===== src/design/ts_monitor_pkg.sv =====
package ts_monitor_pkg;

	typedef logic [31:0] axil_data_t;   // bus word and buffer word.
	typedef logic [11:0] axil_addr_t;
	typedef logic [7:0]  ts_byte_t;
	typedef logic [12:0] pid_t;
	typedef logic [7:0]  byte_idx_t;    // 0 to 187 inside a packet.
	typedef logic [5:0]  word_idx_t;    // 0 to 46 inside a packet.

	localparam int PACK_BYTES = 188;
	localparam int PACK_WORDS = 47;
	localparam ts_byte_t SYNC_BYTE = 8'h47;

	localparam int COUNT_W = 16;  // width of the captured packet counter.
	localparam int STRB_W = 4;

	localparam axil_addr_t REG_PID = 12'h000;
	localparam axil_addr_t REG_CTRL = 12'h004;
	localparam axil_addr_t REG_STATUS = 12'h008;
	localparam axil_addr_t REG_DATA_BASE = 12'h100;

	// bit positions inside the PID and control registers.
	localparam int PID_EN_BIT = 16;
	localparam int CTRL_MATCH_BIT = 0;
	localparam int CTRL_PUMP_BIT = 1;

	typedef enum logic [1:0] {IDLE, COPY, DONE} reader_state_t;
	typedef enum logic [1:0] {WR_IDLE, WR_EXEC, WR_RESP} axil_wr_state_t;
	typedef enum logic {RD_IDLE, RD_DATA} axil_rd_state_t;

endpackage


===== src/design/ts_header_decoder.sv =====
`timescale 1ns/1ps

module ts_header_decoder import ts_monitor_pkg::*; (
	input  logic     clk,
	input  logic     rst_n,
	input  ts_byte_t ts_data,
	input  logic     ts_valid,
	input  logic     ts_sync,
	input  pid_t     cfg_pid,
	input  logic     cfg_pid_en,
	input  logic     cfg_match_en,
	output ts_byte_t out_byte,
	output logic     out_valid,
	output logic     out_first,
	output logic     out_keep
);

	// d1 is the newest byte, d3 the oldest.
	ts_byte_t d1, d2, d3;
	logic s1, s2, s3;
	logic [2:0] fill;    // which delay line stages hold a real byte.
	pid_t hdr_pid;
	logic pkt_start;
	logic pid_match;

	assign hdr_pid = {d2[4:0], d1};
	assign pkt_start = fill[2] && s3 && (d3 == SYNC_BYTE);
	assign pid_match = cfg_pid_en && cfg_match_en && (hdr_pid == cfg_pid);

	always_ff @(posedge clk) begin
		if (ts_valid) begin
			d1 <= ts_data;
			d2 <= d1;
			d3 <= d2;
			out_byte <= d3;
		end
	end

	always_ff @(posedge clk) begin
		if (!rst_n) begin
			s1 <= 1'b0;
			s2 <= 1'b0;
			s3 <= 1'b0;
			fill <= '0;
			out_valid <= 1'b0;
			out_first <= 1'b0;
			out_keep <= 1'b0;
		end else begin
			out_valid <= 1'b0;
			out_first <= 1'b0;
			if (ts_valid) begin
				s1 <= ts_sync;
				s2 <= s1;
				s3 <= s2;
				fill <= {fill[1:0], 1'b1};
				out_valid <= fill[2];
				out_first <= pkt_start;
				// the verdict holds until the next header has been judged.
				if (pkt_start)
					out_keep <= pid_match;
			end
		end
	end

endmodule


===== src/design/ts_packet_capture.sv =====
`timescale 1ns/1ps

module ts_packet_capture import ts_monitor_pkg::*; (
	input  logic               clk,
	input  logic               rst_n,
	input  ts_byte_t           in_byte,
	input  logic               in_valid,
	input  logic               in_first,
	input  logic               in_keep,
	input  word_idx_t          rd_addr,
	output axil_data_t         rd_word,
	input  logic               copy_busy,
	output logic [COUNT_W-1:0] pkt_count,
	output logic               pkt_avail
);

	axil_data_t mem [2][PACK_WORDS];

	logic fill_bank;       // bank being written, the other one is complete.
	logic active;          // a kept packet is in progress.
	logic swap_pending;
	byte_idx_t byte_cnt;
	byte_idx_t byte_sel;
	logic wr_en;
	logic last_byte;
	logic do_swap;

	assign byte_sel = in_first ? '0 : byte_cnt;
	// a new start is refused while a finished packet still waits for its swap.
	assign wr_en = in_valid && in_keep && (in_first ? !swap_pending : active);
	assign last_byte = (byte_sel == byte_idx_t'(PACK_BYTES - 1));
	assign do_swap = !copy_busy && (swap_pending || (wr_en && last_byte));

	always_ff @(posedge clk) begin
		if (wr_en)
			mem[fill_bank][byte_sel[7:2]][8*byte_sel[1:0] +: 8] <= in_byte;
		rd_word <= mem[!fill_bank][rd_addr];
	end

	always_ff @(posedge clk) begin
		if (!rst_n) begin
			fill_bank <= 1'b0;
			active <= 1'b0;
			swap_pending <= 1'b0;
			byte_cnt <= '0;
			pkt_count <= '0;
			pkt_avail <= 1'b0;
		end else begin
			if (do_swap) begin
				fill_bank <= !fill_bank;
				swap_pending <= 1'b0;
				pkt_count <= pkt_count + 1'b1;
				pkt_avail <= 1'b1;
			end else if (wr_en && last_byte) begin
				swap_pending <= 1'b1;  // copy running, swap after it ends.
			end

			if (wr_en) begin
				active <= !last_byte;
				byte_cnt <= byte_sel + 1'b1;
			end else if (in_valid && in_first) begin
				active <= 1'b0;  // not kept, or refused.
			end
		end
	end

endmodule


===== src/design/ts_packet_reader.sv =====
`timescale 1ns/1ps

module ts_packet_reader import ts_monitor_pkg::*; (
	input  logic       clk,
	input  logic       rst_n,
	input  logic       pump_req,
	input  logic       pkt_avail,
	output word_idx_t  rd_addr,
	input  axil_data_t rd_word,
	output logic       copy_busy,
	input  word_idx_t  data_rd_idx,
	output axil_data_t data_rd_word,
	output logic       done,
	output logic       busy
);

	localparam word_idx_t LAST_WORD = word_idx_t'(PACK_WORDS - 1);

	reader_state_t state;
	axil_data_t store [PACK_WORDS];
	word_idx_t addr_cnt;
	word_idx_t wr_idx;
	logic wr_vld;      // rd_word holds the word for wr_idx this cycle.
	logic store_vld;   // cleared when no packet has been captured yet.

	assign rd_addr = addr_cnt;
	assign copy_busy = (state == COPY);
	assign busy = copy_busy;
	assign done = (state == DONE);
	assign data_rd_word = (store_vld && data_rd_idx <= LAST_WORD) ? store[data_rd_idx] : '0;

	always_ff @(posedge clk) begin
		if (state == COPY && wr_vld)
			store[wr_idx] <= rd_word;
	end

	always_ff @(posedge clk) begin
		if (!rst_n) begin
			state <= IDLE;
			addr_cnt <= '0;
			wr_idx <= '0;
			wr_vld <= 1'b0;
			store_vld <= 1'b0;
		end else begin
			case (state)
				IDLE, DONE: begin
					if (pump_req) begin
						addr_cnt <= '0;
						wr_vld <= 1'b0;
						store_vld <= pkt_avail;
						state <= pkt_avail ? COPY : DONE;
					end
				end
				COPY: begin
					if (wr_vld && wr_idx == LAST_WORD) begin
						wr_vld <= 1'b0;
						state <= DONE;
					end else begin
						wr_vld <= 1'b1;
						wr_idx <= addr_cnt;
						if (addr_cnt != LAST_WORD)
							addr_cnt <= addr_cnt + 1'b1;
					end
				end
				default: state <= IDLE;
			endcase
		end
	end

endmodule


===== src/design/ts_axil_regs.sv =====
`timescale 1ns/1ps

module ts_axil_regs import ts_monitor_pkg::*; (
	input  logic               clk,
	input  logic               rst_n,
	input  axil_addr_t         awaddr,
	input  logic               awvalid,
	output logic               awready,
	input  axil_data_t         wdata,
	input  logic [STRB_W-1:0]  wstrb,
	input  logic               wvalid,
	output logic               wready,
	output logic [1:0]         bresp,
	output logic               bvalid,
	input  logic               bready,
	input  axil_addr_t         araddr,
	input  logic               arvalid,
	output logic               arready,
	output axil_data_t         rdata,
	output logic [1:0]         rresp,
	output logic               rvalid,
	input  logic               rready,
	output pid_t               cfg_pid,
	output logic               cfg_pid_en,
	output logic               cfg_match_en,
	output logic               pump_req,
	output word_idx_t          data_rd_idx,
	input  axil_data_t         data_rd_word,
	input  logic               rd_done,
	input  logic               rd_busy,
	input  logic [COUNT_W-1:0] pkt_count
);

	axil_wr_state_t wr_state;
	axil_rd_state_t rd_state;
	logic aw_got, w_got;
	logic aw_hs, w_hs;
	axil_addr_t awaddr_q;
	axil_data_t wdata_q;
	logic [STRB_W-1:0] wstrb_q;
	axil_data_t wmask;
	axil_data_t pid_word, ctrl_word, status_word, pid_new;
	logic in_window;

	assign awready = (wr_state == WR_IDLE) && !aw_got;
	assign wready = (wr_state == WR_IDLE) && !w_got;
	assign aw_hs = awvalid && awready;
	assign w_hs = wvalid && wready;
	assign bvalid = (wr_state == WR_RESP);
	assign bresp = 2'b00;
	assign arready = (rd_state == RD_IDLE);
	assign rvalid = (rd_state == RD_DATA);
	assign rresp = 2'b00;

	always_comb begin
		for (int i = 0; i < STRB_W; i++)
			wmask[8*i +: 8] = {8{wstrb_q[i]}};
	end

	assign pid_word = {15'd0, cfg_pid_en, 3'd0, cfg_pid};
	assign ctrl_word = {31'd0, cfg_match_en};  // the readout request reads back 0.
	assign status_word = {pkt_count, 14'd0, rd_busy, rd_done};
	assign pid_new = (pid_word & ~wmask) | (wdata_q & wmask);

	// the data window starts at 0x100 and holds one packet.
	assign data_rd_idx = araddr[7:2];
	assign in_window = (araddr[11:8] == REG_DATA_BASE[11:8]) &&
		(araddr[7:2] < word_idx_t'(PACK_WORDS));

	always_ff @(posedge clk) begin
		if (aw_hs)
			awaddr_q <= awaddr;
		if (w_hs) begin
			wdata_q <= wdata;
			wstrb_q <= wstrb;
		end
	end

	always_ff @(posedge clk) begin
		if (!rst_n) begin
			wr_state <= WR_IDLE;
			aw_got <= 1'b0;
			w_got <= 1'b0;
			cfg_pid <= '0;
			cfg_pid_en <= 1'b0;
			cfg_match_en <= 1'b0;
			pump_req <= 1'b0;
		end else begin
			pump_req <= 1'b0;
			case (wr_state)
				WR_IDLE: begin
					if (aw_hs)
						aw_got <= 1'b1;
					if (w_hs)
						w_got <= 1'b1;
					if ((aw_got || aw_hs) && (w_got || w_hs))
						wr_state <= WR_EXEC;
				end
				WR_EXEC: begin
					aw_got <= 1'b0;
					w_got <= 1'b0;
					if (awaddr_q[11:2] == REG_PID[11:2]) begin
						cfg_pid <= pid_new[12:0];
						cfg_pid_en <= pid_new[PID_EN_BIT];
					end else if (awaddr_q[11:2] == REG_CTRL[11:2] && wstrb_q[0]) begin
						cfg_match_en <= wdata_q[CTRL_MATCH_BIT];
						pump_req <= wdata_q[CTRL_PUMP_BIT];
					end
					wr_state <= WR_RESP;
				end
				WR_RESP: begin
					if (bready)
						wr_state <= WR_IDLE;
				end
				default: wr_state <= WR_IDLE;
			endcase
		end
	end

	always_ff @(posedge clk) begin
		if (arvalid && arready) begin
			if (araddr[11:2] == REG_PID[11:2])
				rdata <= pid_word;
			else if (araddr[11:2] == REG_CTRL[11:2])
				rdata <= ctrl_word;
			else if (araddr[11:2] == REG_STATUS[11:2])
				rdata <= status_word;
			else if (in_window)
				rdata <= data_rd_word;
			else
				rdata <= '0;
		end
	end

	always_ff @(posedge clk) begin
		if (!rst_n)
			rd_state <= RD_IDLE;
		else if (rd_state == RD_IDLE && arvalid)
			rd_state <= RD_DATA;
		else if (rd_state == RD_DATA && rready)
			rd_state <= RD_IDLE;
	end

endmodule


===== src/design/ts_monitor_top.sv =====
`timescale 1ns/1ps

module ts_monitor_top import ts_monitor_pkg::*; (
	input  logic              clk,
	input  logic              rst_n,
	input  axil_addr_t        awaddr,
	input  logic              awvalid,
	output logic              awready,
	input  axil_data_t        wdata,
	input  logic [STRB_W-1:0] wstrb,
	input  logic              wvalid,
	output logic              wready,
	output logic [1:0]        bresp,
	output logic              bvalid,
	input  logic              bready,
	input  axil_addr_t        araddr,
	input  logic              arvalid,
	output logic              arready,
	output axil_data_t        rdata,
	output logic [1:0]        rresp,
	output logic              rvalid,
	input  logic              rready,
	input  ts_byte_t          ts_data,
	input  logic              ts_valid,
	input  logic              ts_sync
);

	pid_t cfg_pid;
	logic cfg_pid_en, cfg_match_en, pump_req;
	word_idx_t data_rd_idx, rd_addr;
	axil_data_t data_rd_word, rd_word;
	logic rd_done, rd_busy, copy_busy, pkt_avail;
	logic [COUNT_W-1:0] pkt_count;
	ts_byte_t dec_byte;
	logic dec_valid, dec_first, dec_keep;

	ts_axil_regs u_regs (
		.clk, .rst_n,
		.awaddr, .awvalid, .awready, .wdata, .wstrb, .wvalid, .wready,
		.bresp, .bvalid, .bready,
		.araddr, .arvalid, .arready, .rdata, .rresp, .rvalid, .rready,
		.cfg_pid, .cfg_pid_en, .cfg_match_en, .pump_req,
		.data_rd_idx, .data_rd_word, .rd_done, .rd_busy, .pkt_count
	);

	ts_header_decoder u_decoder (
		.clk, .rst_n, .ts_data, .ts_valid, .ts_sync,
		.cfg_pid, .cfg_pid_en, .cfg_match_en,
		.out_byte(dec_byte), .out_valid(dec_valid),
		.out_first(dec_first), .out_keep(dec_keep)
	);

	ts_packet_capture u_capture (
		.clk, .rst_n,
		.in_byte(dec_byte), .in_valid(dec_valid),
		.in_first(dec_first), .in_keep(dec_keep),
		.rd_addr, .rd_word, .copy_busy, .pkt_count, .pkt_avail
	);

	ts_packet_reader u_reader (
		.clk, .rst_n, .pump_req, .pkt_avail, .rd_addr, .rd_word, .copy_busy,
		.data_rd_idx, .data_rd_word, .done(rd_done), .busy(rd_busy)
	);

endmodule


===== config.mk =====
export PLATFORM = sky130hd
export DESIGN_NAME = ts_monitor_top
export DESIGN_NICKNAME = d
export VERILOG_FILES = /design/src/design/ts_monitor_pkg.sv /design/src/design/ts_header_decoder.sv /design/src/design/ts_packet_capture.sv /design/src/design/ts_packet_reader.sv /design/src/design/ts_axil_regs.sv /design/src/design/ts_monitor_top.sv
export SDC_FILE = /design/constraint.sdc
export NUM_CORES = 2
export LEC_CHECK = 0
export BUFFER_PORTS_ARGS = -buffer_cell sky130_fd_sc_hd__buf_2
export CORE_ASPECT_RATIO = 0.6
export CORE_MARGIN = 2
export CORE_UTILIZATION = 35
export DETAILED_ROUTE_END_ITERATION = 10
export MAX_ROUTING_LAYER = met4
export PLACE_DENSITY = 0.59
export SYNTH_ARGS = -nofsm -noshare
export SYNTH_HDL_FRONTEND = slang
export SYNTH_MEMORY_MAX_BITS = 65536
export SYNTH_SLANG_ARGS = --single-unit
export TNS_END_PERCENT = 1

===== constraint.sdc =====
create_clock -name clk -period 5.9 [get_ports clk]
set_input_delay 0.885 -clock clk [delete_from_list [all_inputs] [get_ports clk]]
set_output_delay 0.885 -clock clk [all_outputs]
set_load 0.05 [all_outputs]

Word level (Yosys, flattened, before mapping)
Memory sizes are Yosys's and may differ from the RTL's.
Index checks and enable logic that the tools add are counted.
- bits in registers: 202
- bits of input ports: 77
- memories kept: 2
- output and inout bits: 41
- bits in latches: 0
- bits in read-only memories: 0
- memory bits (writable): 4512
- memory list (memory ; words ; width ; read ports ; clocked after Yosys merged registers in ; wr ports ; RTL line ; text):
    u_capture.mem ; 2 ; 1504 ; 1 ; 0 ; 1 ; ts_packet_capture.sv:17 ; axil_data_t mem [2][PACK_WORDS];
    u_reader.store ; 47 ; 32 ; 1 ; 0 ; 1 ; ts_packet_reader.sv:20 ; axil_data_t store [PACK_WORDS];
- multiply operators: 0
- order comparisons: 5
- div/mod/pow operators: 0
- shifts and indexed selects: 2
- bitwise operators: 14
- eq/ne operators: 21
- multiplexer cells: 38
- add/subtract/negate cells: 4
- reductions and logical operators: 56
- operators with widths (cell ; count):
    1504-bit two-way mux ; 1
    32-bit binary-select mux with 6-bit select ; 1
    32-bit demux with 6-bit select ; 1
    32-bit two-way mux ; 6
    17-bit AND ; 2
    17-bit two-way mux ; 2
    5-bit negation with 34-bit output ; 1
    8-bit by 34-bit variable shift with 32-bit output, first input constant ; 1
    8-bit by 34-bit indexed part select with 32-bit output ; 1
    1-bit logical AND ; 22
    10-bit by 1-bit equality test with 1-bit output, second input constant ; 2
    10-bit zero test ; 2
    2-bit AND reduction ; 10
    6-bit two-way mux ; 3
    17-bit inverter ; 1
    17-bit bitwise OR ; 1
    16-bit by 1-bit adder with 16-bit output, second input constant ; 1
    7-bit >= comparator, second input constant ; 2
    6-bit inverter with 7-bit output ; 2
    13-bit equality test ; 1
    1-bit two-way mux ; 12
    6-bit one-hot mux with 2 select lines ; 1
    10-bit by 2-bit equality test with 1-bit output, second input constant ; 1
    2-bit two-way mux ; 5
    other kinds (28) ; 58

Logic depth before layout (Yosys ltp)
- word-level depth: 7
- gate-level depth with buffers: 13
- mapped depth without buffers: 6

Modules after synthesis
A second synthesis with hierarchy kept.
- cell total of the unflattened synthesis: 8654
- area total of the unflattened synthesis: 182428.7 um^2
- modules (own cells, without submodules) (module ; area an instance (um^2) ; seq. area each (um^2) ; times used ; cells an instance):
    ts_packet_capture ; 119211.8 ; 91527.8 ; 1 ; 5747
    ts_packet_reader ; 58562.4 ; 45483.6 ; 1 ; 2615
    ts_axil_regs ; 3165.5 ; 2192.1 ; 1 ; 213
    ts_header_decoder ; 1488.9 ; 1141.1 ; 1 ; 79

Worst setup path before layout
No wires, ideal clock.
- kind: register -> register
- start: register u_decoder.out_first
- end: memory u_capture.mem[0][1016] (netlist name) (data pin)
- arrival: 3.034 ns
- period minus slack after synthesis: 3.479 ns
- cell stages (with the launch flop): 7
- required time: 5.455 ns
- slack: 2.421 ns
- path buffers: 2
- cell sequence: dfxtp_1 clkbuf_1 clkbuf_1 nor2b_1 ha_1 nor3b_1 and2_1
- longest elaborated chain between the ends: 3
- ends and longest elaborated chain (item ; RTL line ; text):
    from (decl) ; ts_header_decoder.sv:14 ; output logic out_first,
    from (signal assigned) ; ts_header_decoder.sv:57 ; out_first <= pkt_start;
    8-bit two-way mux ; ts_packet_capture.sv:28 ; assign byte_sel = in_first ? '0 : byte_cnt;
    5-bit negation with 34-bit output ; ts_packet_capture.sv:36 ; mem[fill_bank][byte_sel[7:2]][8*byte_sel[1:0] +: 8] <= in_byte;
    8-bit by 34-bit indexed part select with 32-bit output ; ts_packet_capture.sv:36 ;
    to (decl) ; ts_packet_capture.sv:17 ;
No other way between the ends.

Worst setup path in the final report
- start: register u_capture.fill_bank
- end: memory u_capture.mem[1][565] (netlist name) (enable)
- RTL lines (item ; RTL line ; text):
    from (decl) ; ts_packet_capture.sv:19 ; logic fill_bank;
    from (signal assigned) ; ts_packet_capture.sv:50 ; fill_bank <= !fill_bank;
Straight into the memory's write port.

==> impl_metrics.tcl <==
set metrics [dict create \
    status "completed" \
    dr_total_vias 91500 \
    ctsHoldBuffers 0 \
    n_fill_cell 45200 \
    path_cells "buf_4 > nand3_4 > nor2_1" \
    syn_area_sq_um 181000 \
    rsz0062_at_grt "false" \
    synth_top_cell_by_area "edfxtp_1" \
    boundaryPins 118 \
    clock_latency_ns 0.99 \
    start_kind "flop" \
    path_max_fanout 47 \
    synth_edf_count 4603 \
    die_y_microns 561 \
    wl_per_cell_microns 31.8 \
    critical_path_class "flop to flop" \
    hold_viol 0 \
    synth.area.top_cells "edfxtp_1 (76%), mux4_2 (15%), dfxtp_1 (1.2%), nor2_1 (1.1%), mux2i_1 (1.1%)" \
    root_buffer "clkbuf_16" \
    port_buffers 90 \
    cellPowerDensity_nw_per_um2 317 \
    cts_tree "built" \
    grt_pass1_vias 88600 \
    finalSetupTns_ns 0 \
    skew_ns 0.0745 \
    synth_compound_gate_area_share 0.0191 \
    synth-async-reset-ratio 0 \
    max_cap_viol_count 0 \
    critPathBufInv 1 \
    netlist.area_leader.share 0.763 \
    final_area_sq_um 205000 \
    cpPeakStageDelay_ns 1.16 \
    dpl.hpwl_microns 323000 \
    yosysUniqueCellTypes 75 \
    post-route-period-util 0.757 \
    gp_congestion 0.875 \
    drt_pass1_iterations 8 \
    synthSimpleGateAreaFrac 0.0297 \
    synth_ff_type "edfxtp_1" \
    p_leak_nw 60.6 \
    relSlewSlack 0.0730 \
    clkTransAtPathRegs_ns 0.07 \
    synth_mux_area_frac 0.161 \
    setup_violations 0 \
    drtIter0Drc 14600 \
    cts_sinks 4709 \
    syn-instance-count 8421 \
    min_period_ns 4.46 \
    numCtsBuffers 421 \
    cts.repair.resized 0 \
    dpl_cell_area_sq_um 191000 \
    synth_top_family_by_area "multiplexers" \
    path_delay_family "simple AND/OR/NAND/NOR gates" \
    synth_xor_area_frac 0.00135 \
    ys_seq_area_frac 0.775 \
    crit_required_ns 6.44 \
    antenna_found_initial 31 \
    routed_wl_microns 511000 \
    drv_slew 0 \
    initial_core_util 0.352 \
    core_sq_um 515000 \
    syn_area_per_cell_sq_um 21.5 \
    syn_to_final_growth_pct 13.2 \
    clockBufferDepth 4 \
    dieWidth_microns 933 \
    cp_slowest_cell "nor2_1" \
    yosys_warnings 0 \
    drive_gt1_frac 0.261 \
    die_area_sq_um 523000 \
    cts_setup_buffers 0 \
    worst_pin_slew_ns 1.39 \
    crit_arrival_ns 5.00 \
    grt_max_degree 113 \
    nets 8851 \
    vdd_ir_drop_max_mv 0.260 \
    synthAdderAreaFrac 0.000622 \
    grt_usage 0.195 \
    endpoint_kind "flop" \
    ant_nets 0 \
    netlist_top_cells_count "edfxtp_1 (4603), mux4_2 (1192), nor2_1 (539), nand2_1 (426), mux2i_1 (199)" \
    drcViolationCount 0 \
    grt_pass1_wl_microns 707000 \
    std_cell_rows 204 \
    ys_ff_latch 4709 \
    timing.fmax_mhz 224 \
    overflow 0 \
    hold_class "primary input to flop" \
    synth.most_common_cell "edfxtp_1" \
    htreeDepth 5 \
    vias_per_cell 5.70 \
]
[flip-flops by register name, indices dropped and copies added, names as in the netlist, 2 cells and up, named ones only]
register             flops
u_reader.rd_addr         6
u_reader.state           2
u_regs.wr_state          2
u_regs.awaddr_q         10
u_regs.wstrb_q           3
u_reader.store        1504
u_capture.rd_word       32
u_capture.byte_cnt       8
u_reader.wr_idx          6
u_decoder.out_byte       8
u_capture.pkt_count     16
u_regs.wdata_q          14
u_decoder.d1             8
u_decoder.d3             8
u_decoder.d2             8
u_regs.rdata            32
u_decoder.fill           3
u_capture.mem         3008
[per-stage QoR]
stage	setup slack [ns]	std cells	utilization	hold slack, ns	power (mW)
2_1_floorplan	2.42	8424	-	0.400	37.7
3_3_place_gp	1.59	15200	0.371	0.443	37.9
3_5_place_dp	1.48	15200	0.371	0.444	38.0
4_1_cts	1.41	16000	0.398	0.00800	65.3
5_1_grt	1.29	16000	0.398	0.0400	66.6
6_report	1.44	16100	0.398	0.0872	65.0
[layer usage]
metal	GRT usage	wire length [microns]	vias up
met1	0.293	223000	49600
met3	0.0672	68100	686
met4	0.0452	12400	0
met5	-	0	-
met2	0.252	207000	5397
li1	-	-	35800
[worst paths after layout]
check	startpoint	end	slack (ns)	cells past startpoint
hold / removal	wdata[16]	u_regs.wdata_q[16]	0.09	1
setup / recovery	u_capture.fill_bank	u_capture.mem[1][565]	1.44	3
setup reg to reg	u_capture.fill_bank	u_capture.mem[1][565]	1.44	3
hold reg to reg	u_decoder.d3[4]	u_decoder.out_byte[4]	0.47	0
[cells in the final DEF (no fill, tap or decap), types with 25 or more instances in the layout]
cell type / count
edfxtp_1: 4603
mux4_2: 1192
nor2_1: 478
clkbuf_16: 422
nand2_1: 418
buf_4: 261
mux2i_1: 199
a21oi_1: 101
dfxtp_1: 99
clkbuf_1: 99
a22oi_1: 91
buf_2: 86
nand3_1: 85
o21ai_0: 84
clkinv_2: 74
clkinv_1: 68
nor2_4: 50
bufinv_16: 44
diode_2: 36
buf_12: 36
mux2_2: 35
a221oi_1: 32
nor3_1: 31
a31oi_1: 29
xnor2_1: 25
[cell families after synthesis]
logic type	Yosys count
flip-flops	4709
multiplexers	1426
AND/OR/NAND/NOR	1258
AO/OA/AOI/OAI	501
buffers and inverters	489
XOR/XNOR	28
adder cells (fa/ha/maj)	9
other	1
[final cells by class]
class	count	area, sq um	area share
clock buffer	534	11100	0.0542
inverter	20	90.1	0.000439
antenna	36	90.1	0.000439
clock inverter	239	2500	0.0122
tap	6901	8630	0.0421
timing repair buffer	387	3170	0.0154
sequential	4709	140000	0.685
multi-input combinational	3226	39000	0.190
[where the power goes]
| group | internal [mW] | total (mW) | leakage [nW] | switching [mW] |
|---|---|---|---|---|
| combinational | 0.381 | 0.910 | 12.2 | 0.529 |
| sequential | 36.3 | 36.3 | 41.7 | 0.0440 |
| clock | 15.3 | 27.7 | 6.62 | 12.4 |
Power figures use the tool's default switching activity.
